**config.mk**
```make
export PLATFORM = sky130hd
export DESIGN_NAME = zports_top
export DESIGN_NICKNAME = d
export VERILOG_FILES = /design/src/common/zport_pkg.sv /design/src/common/access_ifs.sv /design/src/hw/zbus_sync.sv /design/src/hw/port_decode.sv /design/src/hw/xt_regs/xt_regs.sv /design/src/hw/xt_regs/port_readback.sv /design/src/hw/zports_top.sv
export VERILOG_INCLUDE_DIRS = /design/src /design/src/common
export SDC_FILE = /design/constraint.sdc
export NUM_CORES = 1
export LEC_CHECK = 0
export ABC_AREA = 0
export BUFFER_PORTS_ARGS = -buffer_cell sky130_fd_sc_hd__buf_2
export CAP_MARGIN = 20
export CORE_MARGIN = 8
export CORE_UTILIZATION = 48
export CTS_CLUSTER_SIZE = 24
export DETAILED_ROUTE_END_ITERATION = 10
export HOLD_SLACK_MARGIN = 0.06
export PLACE_DENSITY_LB_ADDON = 0.1
export SYNTH_ARGS = -nofsm -noshare
export SYNTH_HDL_FRONTEND = slang
export SYNTH_SLANG_ARGS = --single-unit
export TNS_END_PERCENT = 10
```
**constraint.sdc**
```tcl
create_clock -name zclk -period 2.44 [get_ports zclk]
set_input_delay 0.488 -clock zclk [delete_from_list [all_inputs] [get_ports zclk]]
set_output_delay 0.488 -clock zclk [all_outputs]
set_load 0.01 [all_outputs]
```
**src/common/zport_consts.svh**
```systemverilog
//////////////////////////////////////////////////////////////////////
// z80 port block constants
// port addresses, xt register indices, reset values and masks
//////////////////////////////////////////////////////////////////////
`ifndef ZPORT_CONSTS_SVH
`define ZPORT_CONSTS_SVH

// low address byte of each port
`define ZP_FE          8'hFE
`define ZP_F6          8'hF6
`define ZP_AF          8'hAF
`define ZP_FD          8'hFD
`define ZP_F7          8'hF7
`define ZP_BE          8'hBE
`define ZP_KJOY        8'h1F
`define ZP_KMOUSE      8'hDF

// xt register indices (high byte of #nnAF)
`define ZP_XSTAT       8'h00
`define ZP_RAMPAGE     8'h10 // #10..#13
`define ZP_FMADDR      8'h15
`define ZP_SYSCONF     8'h20
`define ZP_MEMCONF     8'h21
`define ZP_IM2VECT     8'h25
`define ZP_XTOVERR     8'h2A

// xxBE read-back sub-ports, a[11:8]
`define ZP_BE_P7FFD    4'hA
`define ZP_BE_PEFF7    4'hB

`define ZP_RST_SYSCONF 8'h01 // turbo 7 MHz
`define ZP_RST_IM2VECT 8'hFF
`define ZP_RST_PAGE0   8'h00
`define ZP_RST_PAGE1   8'h05
`define ZP_RST_PAGE2   8'h02
`define ZP_RST_PAGE3   8'h00

`define ZP_PEFF7_MASK  8'b10110001 // applied while 1M is blocked
`define ZP_IDLE_BYTE   8'hFF

`endif

```
**src/common/zport_pkg.sv**
```systemverilog
//////////////////////////////////////////////////////////////////////
// z80 port block types
// bus vectors and the decoded port select
//////////////////////////////////////////////////////////////////////
package zport_pkg;

	typedef logic [15:0] zaddr_t;    // z80 address bus
	typedef logic [7:0]  zdata_t;    // z80 data byte
	typedef logic [7:0]  xt_index_t; // high address byte
	typedef logic [7:0]  page_t;     // one ram page number
	typedef logic [31:0] xt_page_t;  // pages 3..0 packed

	// target of a decoded i/o access
	typedef enum logic [2:0]
	{
		SEL_NONE,
		SEL_KBD,
		SEL_XT,
		SEL_7FFD,
		SEL_EFF7,
		SEL_BE,
		SEL_KJOY,
		SEL_KMOUSE
	} port_sel_e;

endpackage

```
**src/common/access_ifs.sv**
```systemverilog
//////////////////////////////////////////////////////////////////////
// pipeline interfaces of the port block
//////////////////////////////////////////////////////////////////////

// raw i/o access from the bus synchronizer
interface bus_access_if;
	logic              valid; // one-cycle pulse
	logic              write;
	zport_pkg::zaddr_t addr;
	zport_pkg::zdata_t data;

	modport src (output valid, output write, output addr, output data);
	modport dst (input valid, input write, input addr, input data);
endinterface

// access after address decode
interface decoded_access_if;
	logic                 valid;
	logic                 write;
	zport_pkg::port_sel_e sel;
	zport_pkg::xt_index_t index;
	zport_pkg::zdata_t    data;

	modport src (output valid, output write, output sel, output index, output data);
	modport dst (input valid, input write, input sel, input index, input data);
endinterface

// register contents needed by the read-back mux
interface reg_view_if;
	zport_pkg::page_t  page2;
	zport_pkg::page_t  page3;
	zport_pkg::zdata_t p7ffd;
	zport_pkg::zdata_t peff7_raw; // unmasked eff7

	modport src (output page2, output page3, output p7ffd, output peff7_raw);
	modport dst (input page2, input page3, input p7ffd, input peff7_raw);
endinterface

```
**src/hw/zbus_sync.sv**
```systemverilog
//////////////////////////////////////////////////////////////////////
// z80 i/o cycle synchronizer
// one-cycle access strobe with captured address, data and direction
//////////////////////////////////////////////////////////////////////
module zbus_sync
(
	input  logic              zclk,
	input  logic              rst_n,
	input  zport_pkg::zaddr_t a,
	input  zport_pkg::zdata_t din,
	input  logic              iorq_n,
	input  logic              rd_n,
	input  logic              wr_n,
	bus_access_if.src         acc
);

	logic iord;
	logic iowr;
	logic iord_d; // level seen at previous edge
	logic iowr_d;
	logic rd_start;
	logic wr_start;

	assign iord = !iorq_n && !rd_n;
	assign iowr = !iorq_n && !wr_n;

	// new cycle only when the level was inactive before
	assign rd_start = iord && !iord_d;
	assign wr_start = iowr && !iowr_d;

	always_ff @(posedge zclk)
	begin
		if (!rst_n)
		begin
			iord_d    <= 1'b0;
			iowr_d    <= 1'b0;
			acc.valid <= 1'b0;
		end
		else
		begin
			iord_d    <= iord;
			iowr_d    <= iowr;
			acc.valid <= rd_start || wr_start;
		end
	end

	// payload, held until the next cycle begins
	always_ff @(posedge zclk)
	begin
		if (rd_start || wr_start)
		begin
			acc.addr  <= a;
			acc.data  <= din;
			acc.write <= wr_start;
		end
	end

endmodule

```
**src/hw/port_decode.sv**
```systemverilog
//////////////////////////////////////////////////////////////////////
// port address decoder
// classifies each access into a port select, registered
//////////////////////////////////////////////////////////////////////
`include "zport_consts.svh"

module port_decode
(
	input  logic          zclk,
	input  logic          rst_n,
	input  logic          dos,   // shadow mode
	bus_access_if.dst     bus,
	decoded_access_if.src dec
);

	zport_pkg::zdata_t    loa;
	zport_pkg::port_sel_e sel_next;

	assign loa = bus.addr[7:0];

	always_comb
	begin
		case (loa)
			`ZP_FE,
			`ZP_F6:
				sel_next = zport_pkg::SEL_KBD;
			`ZP_AF:
				sel_next = zport_pkg::SEL_XT;
			`ZP_FD: // a15 high belongs to the ay
				sel_next = bus.addr[15] ? zport_pkg::SEL_NONE : zport_pkg::SEL_7FFD;
			`ZP_F7:
			begin
				// eff7 only outside shadow mode
				if (bus.addr[8] && !bus.addr[12] && !dos)
					sel_next = zport_pkg::SEL_EFF7;
				else
					sel_next = zport_pkg::SEL_NONE;
			end
			`ZP_BE:
				sel_next = zport_pkg::SEL_BE;
			`ZP_KJOY: // vg93 command port in shadow mode
				sel_next = dos ? zport_pkg::SEL_NONE : zport_pkg::SEL_KJOY;
			`ZP_KMOUSE:
				sel_next = zport_pkg::SEL_KMOUSE;
			default:
				sel_next = zport_pkg::SEL_NONE;
		endcase
	end

	always_ff @(posedge zclk)
	begin
		if (!rst_n)
		begin
			dec.valid <= 1'b0;
			dec.sel   <= zport_pkg::SEL_NONE;
		end
		else
		begin
			dec.valid <= bus.valid;
			if (bus.valid)
				dec.sel <= sel_next;
		end
	end

	always_ff @(posedge zclk)
	begin
		if (bus.valid)
		begin
			dec.write <= bus.write;
			dec.index <= bus.addr[15:8]; // hoa
			dec.data  <= bus.data;
		end
	end

endmodule

```
**src/hw/xt_regs/xt_regs.sv**
```systemverilog
//////////////////////////////////////////////////////////////////////
// configuration register file
// xt registers plus the 7FFD and EFF7 memory ports
//////////////////////////////////////////////////////////////////////
`include "zport_consts.svh"

module xt_regs
(
	input  logic                zclk,
	input  logic                rst_n,
	decoded_access_if.dst       dec,
	reg_view_if.src             view,
	output zport_pkg::xt_page_t xt_page,
	output logic [3:0]          xt_override,
	output logic [4:0]          fmaddr,
	output zport_pkg::zdata_t   sysconf,
	output zport_pkg::zdata_t   memconf,
	output zport_pkg::zdata_t   im2vect,
	output zport_pkg::zdata_t   peff7,
	output logic                romrw_en,
	output logic                pent1m_rom,
	output logic                pent1m_1m_on,
	output logic                pent1m_ram0_0
);

	zport_pkg::page_t  rampage [0:3];
	zport_pkg::zdata_t p7ffd;
	zport_pkg::zdata_t peff7_raw;
	logic              lock128;
	logic              xt_wr;

	assign lock128 = (memconf[7:6] == 2'b01);
	assign xt_wr   = dec.valid && dec.write && (dec.sel == zport_pkg::SEL_XT);

	always_ff @(posedge zclk)
	begin
		if (!rst_n)
		begin
			rampage[0]  <= `ZP_RST_PAGE0;
			rampage[1]  <= `ZP_RST_PAGE1;
			rampage[2]  <= `ZP_RST_PAGE2;
			rampage[3]  <= `ZP_RST_PAGE3;
			xt_override <= 4'b0000;
			fmaddr      <= 5'd0;
			sysconf     <= `ZP_RST_SYSCONF;
			memconf     <= 8'h00;
			im2vect     <= `ZP_RST_IM2VECT;
			p7ffd       <= 8'h00;
			peff7_raw   <= 8'h00;
		end
		else if (xt_wr)
		begin
			// page write switches that window to xt paging
			if ((dec.index & 8'hFC) == `ZP_RAMPAGE)
			begin
				rampage[dec.index[1:0]]     <= dec.data;
				xt_override[dec.index[1:0]] <= 1'b1;
			end
			if (dec.index == `ZP_XTOVERR)
				xt_override <= dec.data[3:0];
			if (dec.index == `ZP_FMADDR)
				fmaddr <= dec.data[4:0];
			if (dec.index == `ZP_SYSCONF)
				sysconf <= dec.data;
			if (dec.index == `ZP_MEMCONF)
				memconf <= dec.data;
			if (dec.index == `ZP_IM2VECT)
				im2vect <= dec.data;
		end
		else if (dec.valid && dec.write && (dec.sel == zport_pkg::SEL_7FFD) && !p7ffd[5])
		begin
			p7ffd      <= dec.data;
			memconf[0] <= dec.data[4]; // rom select
			rampage[3] <= {3'b000, lock128 ? 2'b00 : dec.data[7:6], dec.data[2:0]};
		end
		else if (dec.valid && dec.write && (dec.sel == zport_pkg::SEL_EFF7))
			peff7_raw <= dec.data;
	end

	assign xt_page = {rampage[3], rampage[2], rampage[1], rampage[0]};

	// bit 2 of eff7 blocks the 1M extension
	assign peff7         = peff7_raw[2] ? (peff7_raw & `ZP_PEFF7_MASK) : peff7_raw;
	assign pent1m_1m_on  = ~peff7_raw[2];
	assign pent1m_ram0_0 = peff7_raw[3];
	assign romrw_en      = memconf[1];
	assign pent1m_rom    = memconf[0];

	assign view.page2     = rampage[2];
	assign view.page3     = rampage[3];
	assign view.p7ffd     = p7ffd;
	assign view.peff7_raw = peff7_raw;

endmodule

```
**src/hw/xt_regs/port_readback.sv**
```systemverilog
//////////////////////////////////////////////////////////////////////
// read data multiplexer
// registered byte for the z80 with a one-cycle valid
//////////////////////////////////////////////////////////////////////
`include "zport_consts.svh"

module port_readback
(
	input  logic              zclk,
	input  logic              rst_n,
	decoded_access_if.dst     dec,
	reg_view_if.dst           view,
	input  logic [4:0]        keys_in,   // fe keys
	input  logic              tape_read,
	input  logic [4:0]        kj_in,     // kempston joystick
	input  zport_pkg::zdata_t mus_in,    // kempston mouse
	input  logic              dma_act,
	output zport_pkg::zdata_t rd_data,
	output logic              rd_valid
);

	zport_pkg::zdata_t rd_byte;

	always_comb
	begin
		rd_byte = `ZP_IDLE_BYTE;
		case (dec.sel)
			zport_pkg::SEL_KBD:
				rd_byte = {1'b1, tape_read, 1'b0, keys_in};
			zport_pkg::SEL_XT:
			begin
				if (dec.index == `ZP_XSTAT)
					rd_byte = {dma_act, 7'b0000000};
				else if (dec.index == `ZP_RAMPAGE + 8'd2)
					rd_byte = view.page2;
				else if (dec.index == `ZP_RAMPAGE + 8'd3)
					rd_byte = view.page3;
			end
			zport_pkg::SEL_KJOY:
				rd_byte = {3'b000, kj_in};
			zport_pkg::SEL_KMOUSE:
				rd_byte = mus_in;
			zport_pkg::SEL_BE:
			begin
				if (dec.index[3:0] == `ZP_BE_P7FFD)
					rd_byte = view.p7ffd;
				else if (dec.index[3:0] == `ZP_BE_PEFF7)
					rd_byte = view.peff7_raw;
			end
			default:
				rd_byte = `ZP_IDLE_BYTE;
		endcase
	end

	always_ff @(posedge zclk)
	begin
		if (!rst_n)
			rd_valid <= 1'b0;
		else
			rd_valid <= dec.valid && !dec.write;
	end

	always_ff @(posedge zclk)
	begin
		if (dec.valid && !dec.write)
			rd_data <= rd_byte;
	end

endmodule

```
**src/hw/zports_top.sv**
```systemverilog
//////////////////////////////////////////////////////////////////////
// z80 i/o port block, top level
//////////////////////////////////////////////////////////////////////
module zports_top
(
	input  logic                zclk,
	input  logic                rst_n,
	input  zport_pkg::zaddr_t   a,
	input  zport_pkg::zdata_t   din,
	input  logic                iorq_n,
	input  logic                rd_n,
	input  logic                wr_n,
	input  logic                dos,
	input  logic [4:0]          keys_in,
	input  logic                tape_read,
	input  logic [4:0]          kj_in,
	input  zport_pkg::zdata_t   mus_in,
	input  logic                dma_act,
	output zport_pkg::zdata_t   rd_data,
	output logic                rd_valid,
	output zport_pkg::xt_page_t xt_page,
	output logic [3:0]          xt_override,
	output logic [4:0]          fmaddr,
	output zport_pkg::zdata_t   sysconf,
	output zport_pkg::zdata_t   memconf,
	output zport_pkg::zdata_t   im2vect,
	output zport_pkg::zdata_t   peff7,
	output logic                romrw_en,
	output logic                pent1m_rom,
	output logic                pent1m_1m_on,
	output logic                pent1m_ram0_0
);

	bus_access_if     bus_acc ();
	decoded_access_if dec_acc ();
	reg_view_if       reg_view ();

	// stage 1
	zbus_sync u_zbus_sync
	(
		.zclk   (zclk),
		.rst_n  (rst_n),
		.a      (a),
		.din    (din),
		.iorq_n (iorq_n),
		.rd_n   (rd_n),
		.wr_n   (wr_n),
		.acc    (bus_acc.src)
	);

	// stage 2
	port_decode u_port_decode
	(
		.zclk  (zclk),
		.rst_n (rst_n),
		.dos   (dos),
		.bus   (bus_acc.dst),
		.dec   (dec_acc.src)
	);

	// stage 3, registers and read-back side by side
	xt_regs u_xt_regs
	(
		.zclk          (zclk),
		.rst_n         (rst_n),
		.dec           (dec_acc.dst),
		.view          (reg_view.src),
		.xt_page       (xt_page),
		.xt_override   (xt_override),
		.fmaddr        (fmaddr),
		.sysconf       (sysconf),
		.memconf       (memconf),
		.im2vect       (im2vect),
		.peff7         (peff7),
		.romrw_en      (romrw_en),
		.pent1m_rom    (pent1m_rom),
		.pent1m_1m_on  (pent1m_1m_on),
		.pent1m_ram0_0 (pent1m_ram0_0)
	);

	port_readback u_port_readback
	(
		.zclk      (zclk),
		.rst_n     (rst_n),
		.dec       (dec_acc.dst),
		.view      (reg_view.dst),
		.keys_in   (keys_in),
		.tape_read (tape_read),
		.kj_in     (kj_in),
		.mus_in    (mus_in),
		.dma_act   (dma_act),
		.rd_data   (rd_data),
		.rd_valid  (rd_valid)
	);

endmodule

```
Word level (Yosys, flattened, before mapping)

Memory sizes are Yosys's and may differ from the RTL's.
Cells that the tools add are included.

Memories: 1
Register bits: 107
Bits of input ports: 50
RAM bits: 32
Output and inout port bits: 86

Memory list:

| memory            | words | width | read ports | clocked after Yosys merged registers in | wr ports | line          | RTL |
|---|---|---|---|---|---|---|---|
| u_xt_regs.rampage | 4     | 8     | 4          | 0                                       | 4        | xt_regs.sv:26 | `zport_pkg::page_t rampage [0:3];` |

Order comparisons: 2
Muxes and demuxes: 32
Reduce and logical (&&, ||, !) cells: 36
Equal/unequal tests: 27
Bitwise gates (word level): 5

Operator list:

| kind                                                        | count |
|---|---|
| == test 8 bit (second input constant)                       | 7 |
| two-way mux 8 bit                                           | 7 |
| one-hot mux 8 bit (5 select lines)                          | 1 |
| == test 8 x 5 -> 1 bit (second input constant)              | 4 |
| == test 8 x 6 -> 1 bit (second input constant)              | 4 |
| one-hot mux 3 bit (7 select lines)                          | 1 |
| two-way mux 1 bit                                           | 14 |
| AND reduction 2 bit                                         | 7 |
| logical AND 1 bit                                           | 13 |
| == test 3 bit (second input constant)                       | 4 |
| zero test 1 bit                                             | 9 |
| == test 4 bit (second input constant)                       | 2 |
| zero test 8 bit                                             | 1 |
| two-way mux 4 bit                                           | 2 |
| OR reduction 8 bit                                          | 1 |
| two-way mux 7 bit                                           | 1 |
| == test 3 x 2 -> 1 bit (second input constant)              | 2 |
| == test 6 x 3 -> 1 bit (second input constant)              | 1 |
| two-way mux 2 bit                                           | 3 |
| two-way mux 3 bit                                           | 2 |
| bitwise OR 4 bit                                            | 1 |
| nonzero test 2 bit                                          | 2 |
| == test 3 x 1 -> 1 bit (second input constant)              | 1 |
| less-than comparator 2 x 3 -> 1 bit (second input constant) | 1 |
| other kinds (9)                                             | 11 |

Longest topological paths before layout

Depth after elaboration: 8
Mapped depth: 6

Modules after synthesis

A second synthesis with hierarchy kept.

Cells, all modules: 510
Area, all modules: 6120.9 µm²

Modules (own cells, without submodules):

| module        | cells each | times used | seq. area each (µm²) | area each (µm²) |
|---|---|---|---|---|
| xt_regs       | 316        | 1          | 1941.9               | 3523.4 |
| port_readback | 106        | 1          | 260.2                | 955.9 |
| zbus_sync     | 35         | 1          | 810.8                | 845.8 |
| port_decode   | 53         | 1          | 590.6                | 795.8 |

Least setup slack after synthesis

Ideal clock, no wire load.

Path kind: reg2reg
Start: register u_port_decode.dec.index[7]
End: memory u_xt_regs.rampage[3][0] in the netlist's numbering, enable pin
Period minus slack after synthesis: 2.295 ns
Cell stages (with the launch flop): 5
Setup slack: 0.145 ns
Data arrival time: 1.919 ns
Path through: edfxtp_1 > or4b_1 > nor4_2 > nor3_1 > a21oi_1

RTL lines:

| what                   | line              | RTL |
|---|---|---|
| start, declared        | access_ifs.sv:24  | `modport src (output valid, output write, output sel, output index, output data);` |
| start signal, assigned | port_decode.sv:70 | `dec.index <= bus.addr[15:8];` |
| end, declared          | xt_regs.sv:26     |  |

Final worst setup path

Start: register u_port_decode.dec.index[2]
End: register u_xt_regs.sysconf[0]

Longest elaborated chain between the ends: 2

RTL lines:

| what                             | line          | RTL |
|---|---|---|
| == test 8 x 6 -> 1 bit (no line) | n/a           |  |
| AND reduction 2 bit (no line)    | n/a           |  |
| end signal, assigned             | xt_regs.sv:45 | `` sysconf <= `ZP_RST_SYSCONF; `` |
| end signal, assigned             | xt_regs.sv:64 | `sysconf <= dec.data;` |
| end, declared                    | xt_regs.sv:16 | `output zport_pkg::zdata_t sysconf,` |

No other way between the ends.
A chain may end at the register's enable or synchronous reset.

==> results.toml <==
[yosys]
syn_nets = 531
netlist_area_um2 = 5690
ys_seq_area_share_pct = 63.3
synth_commonest_cells = "82 x edfxtp_1, 57 x dfxtp_1, 41 x nor2_1, 39 x nand2_1, 37 x mux2i_1"
synth-async-reset-ratio_pct = 0
syn_inst = 481
netlist_top_cells_area = "edfxtp_1 43%, dfxtp_1 20%, mux2i_1 6.5%"
synth-adder-area-share_pct = 0
synth_simple_gate_area_share_pct = 17.3
synth_top_area_cell = "edfxtp_1"
synth_mux_area_share_pct = 6.51
synth_xor_area_share_pct = 0
synth_ff_type = "edfxtp_1"
synth_seq_cells = 139
synth_edf_count = 82
synth_top_family_by_area = "simple AND/OR/NAND/NOR gates"
ys_types = 49
post-synth-top-count-cell = "edfxtp_1"
synth_warnings = 0
avgSynthCellArea_um2 = 11.8
synth_compound_gate_area_share_pct = 8.99
yosysTopAreaCellShare_pct = 43.3

[cts]
cts_buffers = 17
h-tree-depth = 4
cts_tree = "done"
cts_sinks = 139
path_clk_slew_ns = 0.05
insertion_delay_ns = 0.42
hold_buffers = 0
cts_buffer_depth = 2
post_cts_buffers = 0
cts_resized = 0
clock-root-buffer = "clkbuf_16"

[global_routing]
gr-usage-all-layers_pct = 18.8
grt_overflow = 0
grt_antenna_before_repair = 0
first_global_vias = 4305
grt_max_degree = 37
grt_pass1_wl_um = 22900

[floorplan]
num_rows = 39
die_area_um2 = 15600
ios = 136
die_y_um = 125
die_w_um = 125
core_area_um2 = 11500
floorplan.initialDensity_pct = 49.4

[worst_setup_path]
endpoint_kind = "flop"
reg2reg_from = "u_port_decode.dec.index[2]"
crit_chain = "or4_4, or4b_1, mux2i_1, nand2_1"
crit_type = "reg -> reg"
max_stage_delay_ns = 0.77
worst_path_max_delay_cell = "or4b_1"
reg2reg_setup_slack_ns = 0.20
worst-path-max-fanout = 8
r2r-end = "u_xt_regs.sysconf[0]"
arrival_ns = 2.53
start_kind = "flop"
r2r_cells = 4
crit_required_ns = 2.73

[power]
finalPower_mw = 5.25
p_clk_share_pct = 45.0
power_density_nw_per_um2 = 743
p_int_mw = 4.13
netSwitchingPower_mw = 1.12
seqPwrFrac_pct = 50.0
sw_frac_of_total_pct = 21.3
p_leak_nw = 3.05
combPwrFrac_pct = 5.0
ir_drop_v = 0.000482

[route]
drc = 0
drtIter0Drc = 311
first_pass_iters = 4
vias = 4199
wl_um = 14600
routedWlPerCell_um = 18.8
vias_per_cell = 5.43
ant_nets = 0

[sta]
setup_viol = 0
hold_violations = 0
fin_ws_ns = 0.199
setup-tns-final_ns = 0
maxSlewViolCount = 0
tightestPinTransition_ns = 0.814
rsz0062_at_grt = "no"
fin_hold_ws_ns = 0.240
clock_skew_ns = 0.00784
fin_crit_sh_pct = 91.8
finalCriticalPeriod_ns = 2.24
relSlewSlack_pct = 45.6
clock.fmax_mhz = 446

[finish]
layout.area.seq_um2 = 3600
fill_cells = 954
nets = 668
multi_input_area_um2 = 1870
postLayoutCoreUtil_pct = 61.4
diodes = 0
drive_gt1_share_pct = 30.0
syn2layout_area_growth_pct = 24.2

[place]
gp_congestion = 0.883
hpwl_um = 10600
io_buffers = 134
dp_slack_ns = 0.220

[worst_hold_path]
min_path_type = "in -> reg"
hold_depth = 2
worstHoldStart = "rd_n"
holdPathEnd = "u_zbus_sync.iord_d"

[run]
drv_cap = 0

[run_status]
status = "completed"
## how the worst max path moves through the flow
stage                                     startpoint  slack, ns                 endpoint  depth (start not counted)
after floorplan           u_port_decode.dec.index[7]       0.15  u_xt_regs.rampage[3][0]                          4
after global placement    u_port_decode.dec.index[2]       0.27     u_xt_regs.sysconf[0]                          4
after detailed placement  u_port_decode.dec.index[7]       0.22  u_xt_regs.rampage[1][2]                          5
after CTS                 u_port_decode.dec.index[2]       0.20     u_xt_regs.sysconf[0]                          4
after global routing      u_port_decode.dec.index[7]       0.05  u_xt_regs.rampage[1][2]                          5
final                     u_port_decode.dec.index[2]       0.20     u_xt_regs.sysconf[0]                          4
## stage by stage
step                      std cells  area [um2]
after detailed placement        742        6510
after floorplan                 481        5690
after global placement          742        6510
after CTS                       774        7070
final                           774        7070
after global routing            774        7070
## cell usage in the layout, fill, tap and decap left out, types with 3 or more instances in the layout
cell type,n
buf_2,134
edfxtp_1,82
dfxtp_1,57
nor2_1,41
nand2_1,39
mux2i_1,37
a21oi_1,25
and2_1,22
buf_4,20
o22ai_1,19
clkbuf_16,19
nor2b_1,14
inv_1,11
nand2b_1,10
o221ai_1,8
nand4_1,8
and3_1,7
o21ai_0,6
nor3_1,6
nand3_1,5
clkinv_2,5
a31oi_1,4
o221a_1,4
clkbuf_1,4
or4_1,3
nand3b_1,3
## layer usage
layer / GRT usage, % / vias up / share of wire, %
met4: 8.17 / 0 / 1.9
met5: 0 / - / 0
li1: - / 2040 / -
met3: 5.69 / 26 / 5.5
met2: 32.0 / 125 / 50
met1: 21.4 / 2008 / 43
## worst max-delay path: cells and delay by family (launching register included)
family	cells	cell delay (ns)
DFF	1	0.46
muxes	1	0.23
and+or+nand+nor	3	1.42
## area by class of cell
cell class | count | share of cell area, %
Timing Repair Buffer | 154 | 11.6
Clock inverter | 7 | 0.513
Tap cell | 143 | 2.53
Inverter | 11 | 0.584
Multi-Input combinational cell | 295 | 26.4
Clock buffer | 25 | 7.33
Sequential cell | 139 | 51.0
## power by group through the flow
stage	Combinational, mW	Clock [mW]	Sequential [mW]
2_1_floorplan	0.147	0	2.66
3_3_place_gp	0.256	0	2.67
3_5_place_dp	0.264	0	2.68
4_1_cts	0.264	2.39	2.63
5_1_grt	0.289	2.50	2.64
6_report	0.263	2.36	2.63
## cells by family after synthesis
group | Yosys count
AOI/OAI and AO/OA | 78
muxes | 37
DFF | 139
other | 1
buffers and inverters | 47
and+or+nand+nor | 179
## sequential cells by signal, indices dropped and copies added, names as in the netlist, 3 cells and up
| signal | flops |
|---|---|
| u_zbus_sync.acc.data | 8 |
| u_xt_regs.memconf | 8 |
| u_port_decode.dec.sel | 3 |
| u_xt_regs.view.p7ffd | 8 |
| u_port_decode.dec.data | 8 |
| u_xt_regs.rampage | 32 |
| u_xt_regs.view.peff7_raw | 8 |
| u_xt_regs.xt_override | 4 |
| u_port_decode.dec.index | 8 |
| u_xt_regs.sysconf | 8 |
| u_xt_regs.fmaddr | 5 |
| u_port_readback.rd_data | 8 |
| u_xt_regs.im2vect | 8 |
| u_zbus_sync.acc.addr | 16 |
Power figures use the tool's default switching activity.
